[src/verilog/cache_controller.sv]
`timescale 1ns/100ps

module cache_controller (
	input logic clk,
	input logic n_rst,

	// cpu side
	input logic cpu_req,
	input logic cpu_rw,	// 1 write, 0 read
	input logic cpu_flush,

	// from datapath and memory
	input logic cache_hit,
	input logic dirty_bit,
	input logic flush_done,
	input logic main_mem_ack,

	output logic cpu_wr_req,
	output logic flush_req,
	output logic flush,
	output logic flush_count_en,
	output logic cache_wr_en,
	output logic mem_rw,	// 1 write-back, 0 refill
	output logic mem_req,
	output logic cache_ready
);

	typedef enum logic [2:0] {
		s_idle,
		s_process_req,
		s_allocate,
		s_writeback,
		s_flush
	} state_e;

	state_e state, next;
	logic flushing;

	always_ff @(posedge clk, negedge n_rst) begin
		if (!n_rst)
			state <= s_idle;
		else
			state <= next;
	end

	// remembers whether a write-back belongs to a flush
	always_ff @(posedge clk, negedge n_rst) begin
		if (!n_rst)
			flushing <= 1'b0;
		else if (state == s_idle)
			flushing <= cpu_flush && !cpu_req;
	end

	always_comb begin
		next = state;
		case (state)
			s_idle: begin
				if (cpu_req)
					next = s_process_req;
				else if (cpu_flush)
					next = s_flush;
			end
			s_process_req: begin
				if (cache_hit)
					next = s_idle;
				else if (dirty_bit)
					next = s_writeback;
				else
					next = s_allocate;
			end
			s_allocate: begin
				if (main_mem_ack)
					next = s_process_req;
			end
			s_writeback: begin
				if (main_mem_ack)
					next = flushing ? s_flush : s_allocate;
			end
			s_flush: begin
				if (flush_done)
					next = s_idle;
				else if (dirty_bit)
					next = s_writeback;
			end
			default: next = s_idle;
		endcase
	end

	always_comb begin
		cpu_wr_req = 1'b0;
		flush_req = 1'b0;
		flush = 1'b0;
		flush_count_en = 1'b0;
		cache_wr_en = 1'b0;
		mem_rw = 1'b0;
		mem_req = 1'b0;
		cache_ready = 1'b0;
		case (state)
			s_idle: begin
				cache_ready = !(cpu_req || cpu_flush);
				flush_req = cpu_flush && !cpu_req;
			end
			s_process_req: begin
				if (cache_hit) begin
					cache_ready = 1'b1;
					cpu_wr_req = cpu_rw;
					cache_wr_en = cpu_rw;
				end
			end
			s_allocate: begin
				mem_req = 1'b1;
				// refill line lands on the ack
				cache_wr_en = main_mem_ack;
			end
			s_writeback: begin
				mem_req = 1'b1;
				mem_rw = 1'b1;
				flush = flushing;
				// clears the dirty flag
				cache_wr_en = main_mem_ack;
			end
			s_flush: begin
				flush = 1'b1;
				cache_ready = flush_done;
				flush_count_en = !flush_done && !dirty_bit;
			end
			default: begin
				cache_ready = 1'b0;
			end
		endcase
	end

endmodule

[config.mk]
export PLATFORM = sky130hd
export DESIGN_NAME = cache_controller
export DESIGN_NICKNAME = d
export VERILOG_FILES = /design/src/verilog/cache_controller.sv
export SDC_FILE = /design/constraint.sdc
export NUM_CORES = 1
export LEC_CHECK = 0
export BUFFER_PORTS_ARGS = -buffer_cell sky130_fd_sc_hd__buf_4
export CORE_AREA = 3 3 40 42
export CTS_CLUSTER_SIZE = 10
export DETAILED_ROUTE_END_ITERATION = 16
export DIE_AREA = 0 0 43 45
export PLACE_DENSITY_LB_ADDON = 0.08
export SYNTH_ARGS = -nofsm -noshare
export SYNTH_HDL_FRONTEND = slang
export SYNTH_SLANG_ARGS = --single-unit
[constraint.sdc]
create_clock -name clk -period 2.27 [get_ports clk]
set_input_delay 0.454 -clock clk [delete_from_list [all_inputs] [get_ports clk]]
set_output_delay 0.454 -clock clk [all_outputs]
set_load 0.1 [all_outputs]
==> impl_metrics.tcl, run 1 <==
set metrics [dict create \
    drc 0 \
    rr_worst_depth 4 \
    via_per_inst 5.35 \
    grt.total_usage_pct 11.0 \
    syn_avg_cell_area_um2 8.15 \
    yosysSeqAreaShare_pct 28.6 \
    ant_nets 0 \
    fin_crit_ns 2.20 \
    fin_crit_sh_pct 96.7 \
    worst_pin_slew_ns 0.365 \
    gp_congestion 0.756 \
    r2r-start "state[0]" \
    num-nets-final 73 \
    clk-insertion-delay-late_ns 0.23 \
    synth-main-ff-cell "dfrtp_1" \
    power_density_mw_per_mm2 1590 \
    fmax_mhz 455 \
    synth_commonest_cells "nor2_1, dfrtp_1, inv_1, a22o_1, nor2b_1" \
    setup_slack_ns 0.0745 \
    drtIter0Drc 12 \
    drive_above_1_share_pct 51.6 \
    synthTopCellsByArea "dfrtp_1, nor2_1, a22o_1" \
    max-slew-margin-rel_pct 75.3 \
    syn_to_final_growth_pct 58.2 \
    path_class "register to primary output" \
    postPlaceCellArea_um2 532 \
    ys_seq_elements 4 \
    hold_slack_ns 0.0111 \
    postCtsHoldBufs 0 \
    via_count 412 \
    cts_setup_buffers 0 \
    syn_inst 43 \
    worstPathRequired_ns 1.82 \
    cts_tree "yes" \
    peakVddDrop_v 0.000615 \
    start_kind "register" \
    endpoint_kind "primary output" \
    core_area_mm2 0.00128 \
    cts_sinks 4 \
    cpMaxStageDelayCell "or4_4" \
    pin_count 17 \
    dp_slack_ns 0.310 \
    antenna_found_initial 0 \
    slew_viol_final 0 \
    diodes 0 \
    stdcell_count 77 \
    regToRegSetupSlack_ns 0.76 \
    hp-class "input pin to async pin" \
    cp.arrival_ns 1.74 \
    initial_core_util_pct 27.3 \
    cap_violations 0 \
    cts_resized 0 \
    clockBufferDepth 2 \
    synth_area_um2 350 \
    grt_pass1_wl_um 1570 \
    grt_overflow 0 \
    hpwlAfterDp_um 824 \
    fin_area_um2 554 \
    cts-buffers-inserted 3 \
    power_mw 0.884 \
    cts.clk_slew.worst_paths_ns 0.04 \
    skew_ns 0.00174 \
    std_cell_rows 13 \
    dr.pass1.iters 4 \
    synth_top_area_cell "dfrtp_1" \
    wl_per_cell_um 12.8 \
    status "finished clean" \
    p_leak_nw 0.259 \
    slowest_delay_ns 0.60 \
    syn-num-nets 52 \
    grt_start_max_net_pins 11 \
    cp-startpoint "state[0]" \
    hold_viol_final 0 \
    placed_cells 74 \
    htree_num_levels 1 \
    fin_tns_setup_ns 0 \
    synth_warnings 0 \
    cts-root-buf "clkbuf_4" \
    ys_types 24 \
    die_h_um 45 \
    path_cells "or4_4, o22ai_4, buf_4" \
    ys_async_sr_fraction_pct 100 \
    dieArea_mm2 0.00194 \
    final_util_pct 43.1 \
    r2r_end "state[0]" \
    rsz0062_at_grt "no" \
    cp_max_fo 8 \
    wl_um 987 \
    io_buffer_count 16 \
    final-setup-viol-count 0 \
    die_x_um 43 \
    synth_top_area_share_pct 28.6 \
    grt_pass1_vias 396 \
    synth.most_common_cell "nor2_1" \
    synth_edf_count 0 \
]
-- worst max path at each step --
stage / end / slack, ns / depth (start not counted)
after floorplan: cache_wr_en / -0.18 / 4
after global placement: cache_ready / 0.32 / 4
after detailed placement: cache_ready / 0.31 / 4
after CTS: cache_ready / 0.07 / 3
after global routing: cache_ready / 0.02 / 3
final: cache_ready / 0.07 / 3
-- critical path: cells and delay by family (launching register included) --
family / cells / cell delay, ns
simple gates: 1 / 0.60
compound gates: 1 / 0.16
buf+inv: 1 / 0.31
flops: 1 / 0.45
-- logic make-up after synthesis --
family          count (synthesis)  synth area share, %
flops                           4                 28.6
simple gates                   20                 32.1
compound gates                 13                 30.7
buf+inv                         6                 8.57
-- layout by cell type (no fill, tap or decap), types with 2 or more instances in the layout --
| master | Yosys | final |
|---|---|---|
| a22o_1 | 3 | 2 |
| buf_4 | 0 | 18 |
| clkbuf_4 | 0 | 3 |
| dfrtp_1 | 4 | 4 |
| inv_1 | 4 | 3 |
| nand3b_1 | 2 | 2 |
| nor2_1 | 7 | 5 |
| nor2_2 | 2 | 2 |
| nor2_4 | 0 | 2 |
| nor2b_1 | 3 | 3 |
-- where the power goes --
part | total (mW) | switching [mW] | internal (mW)
Combinational | 0.663 | 0.470 | 0.193
Clock | 0.0846 | 0.0257 | 0.0589
Sequential | 0.135 | 0.0353 | 0.100
Total | 0.884 | 0.531 | 0.352
-- registers in the layout, indices dropped and copies added, names as in the netlist --
name and cells:
flushing 1, state 3
-- layout make-up --
class | count | area (µm²)
Multi-Input combinational cell | 33 | 259
Sequential cell | 4 | 100
Timing Repair Buffer | 18 | 135
Tap cell | 15 | 18.8
Inverter | 4 | 18.8
Clock buffer | 3 | 22.5
Fill cell | 136 | 731
-- metal layers --
metal	global-route usage [%]	wire length [µm]	share of wire (%)	vias up
met5	0	0	0	-
met4	5.42	0	0	0
met3	1.59	59	6.0	0
met2	20.1	502	51	19
met1	12.7	425	43	195
li1	-	-	-	198
(Power assumes the default switching activity.)
==> run 2, diff against run 1 <==
==> constraint.sdc (replaced) <==
create_clock -name clk -period 2.32 [get_ports clk]
set_input_delay 0.464 -clock clk [delete_from_list [all_inputs] [get_ports clk]]
set_output_delay 0.464 -clock clk [all_outputs]
set_load 0.1 [all_outputs]
==> run 2 against run 1 <==
Sequential power fell by 3%. Critical path type unchanged. Design area unchanged. Clock-buffer cell count is the same. Global-route usage up 0.86 points. Routed wire length rose by 0.51%. Combinational power decreased by 2%.
==> impl_metrics.tcl, run 2 (same netlist as run 1, synthesis figures left out) <==
set metrics [dict create \
    status "finished clean" \
    grt_pass1_wl_um 1660 \
    hp-class "input pin to async pin" \
    htree_num_levels 1 \
    cp.arrival_ns 1.75 \
    hold_viol_final 0 \
    combinationalPowerShare_pct 75.0 \
    fin_tns_setup_ns 0 \
    cts.clk_slew.worst_paths_ns 0.04 \
    fmax_mhz 451 \
    largestRegisters "state: 3 flops, flushing: 1 flops" \
    cts_setup_buffers 0 \
    endpoint_kind "primary output" \
    dieArea_mm2 0.00194 \
    hold_slack_ns 0.0162 \
    netSwitchingFraction_pct 60.2 \
    die_h_um 45 \
    cts_resized 0 \
    r2r-start "state[0]" \
    die_x_um 43 \
    cts_tree "yes" \
    cts-buffers-inserted 3 \
    start_kind "register" \
    hpwlAfterDp_um 822 \
    rsz0062_at_grt "no" \
    via_per_inst 4.94 \
    max-slew-margin-rel_pct 75.8 \
    fin_area_um2 554 \
    wl_met2_um 492 \
    num-nets-final 73 \
    via_count 380 \
    worstPathRequired_ns 1.86 \
    clkPwrFrac_pct 9.8 \
    cts_sinks 4 \
    grt_overflow 0 \
    drc 0 \
    wl_um 992 \
    top_layer_used "met4" \
    grt.total_usage_pct 11.9 \
    peakVddDrop_v 0.000670 \
    postCtsHoldBufs 0 \
    wl_met1_um 438 \
    setup_slack_ns 0.103 \
    grt_pass1_vias 401 \
    power_density_mw_per_mm2 1560 \
    postPlaceCellArea_um2 532 \
    seq_area_um2 100 \
    p_leak_nw 0.259 \
    io_buffer_count 16 \
    fin_crit_sh_pct 95.6 \
    initial_core_util_pct 27.3 \
    power_frac_seq_pct 15.2 \
    clk-insertion-delay-late_ns 0.23 \
    drtIter0Drc 1 \
    diodes 0 \
    gp_congestion 0.725 \
    largest_reg_flops 3 \
    skew_ns 0.00177 \
    dp_slack_ns 0.339 \
    path_class "register to primary output" \
    n_fill_cell 131 \
    top_register "state" \
    p_int_mw 0.345 \
    final-setup-viol-count 0 \
    std_cell_rows 13 \
    worst_pin_slew_ns 0.359 \
    wl_met3_um 45 \
    fin_crit_ns 2.22 \
    final_cell_mix "buf_4, nor2_1, dfrtp_1" \
    clockBufferDepth 2 \
    dr.pass1.iters 3 \
    slew_viol_final 0 \
    multiInputGateArea_um2 259 \
    layout_commonest_cell "buf_4" \
    core_area_mm2 0.00128 \
    netSwitchingPower_mw 0.521 \
    cp-startpoint "state[0]" \
    ant_nets 0 \
    antenna_found_initial 0 \
    cp_max_fo 8 \
    cap_violations 0 \
    grt_start_max_net_pins 11 \
    syn_to_final_growth_pct 58.2 \
    pin_count 17 \
    cts-root-buf "clkbuf_4" \
    drive_above_1_share_pct 51.6 \
    wl_per_cell_um 12.9 \
]
[run 2: cell counts in the layout (fill, tap and decap cells not counted)]
Identical to the previous run, type by type.
[run 2: power by group through the flow]
stage / combinational [mW] / sequential (mW) / clock, mW
finish: 0.650 / 0.131 / 0.0850
global route: 0.688 / 0.138 / 0.0938
CTS: 0.654 / 0.132 / 0.0894
detailed placement: 0.651 / 0.133 / 0
global placement: 0.656 / 0.133 / 0
floorplan: 0.543 / 0.120 / 0
[run 2: final cells by class]
| cell class | count | share of cell area [%] |
|---|---|---|
| Timing Repair Buffer | 18 | 24.4 |
| Multi-Input combinational cell | 33 | 46.7 |
| Inverter | 4 | 3.39 |
| Sequential cell | 4 | 18.1 |
| Clock buffer | 3 | 4.06 |
| Tap cell | 15 | 3.39 |
[run 2: final timing paths]
kind,slack (ns),cells past startpoint,endpoint
setup reg to reg,0.80,4,state[0]
max in group asynchronous,2.20,1,state[1]
hold reg to reg,0.63,2,flushing
min in group clk,0.47,2,state[2]
hold / removal,0.02,1,state[2]
setup / recovery,0.10,3,cache_ready
[run 2: per-layer routing]
| layer | track usage (%) | vias to the layer above |
|---|---|---|
| met1 | 15.2 | 167 |
| met3 | 2.79 | 2 |
| met4 | 5.42 | 0 |
| met2 | 19.2 | 14 |
| li1 | - | 197 |
| met5 | 0 | - |
[run 2: per-stage QoR]
step | utilization (%) | power (mW) | cells
2_1_floorplan | - | 0.664 | 43
3_3_place_gp | 41.4 | 0.789 | 74
3_5_place_dp | 41.4 | 0.784 | 74
4_1_cts | 43.1 | 0.876 | 77
5_1_grt | 43.1 | 0.920 | 77
6_report | 43.1 | 0.866 | 77
[run 2: worst max-delay path, cell delays in order (launching register included)]
cell     delay, ns
dfrtp_1       0.45
or4_4         0.60
o22ai_4       0.16
buf_4         0.31
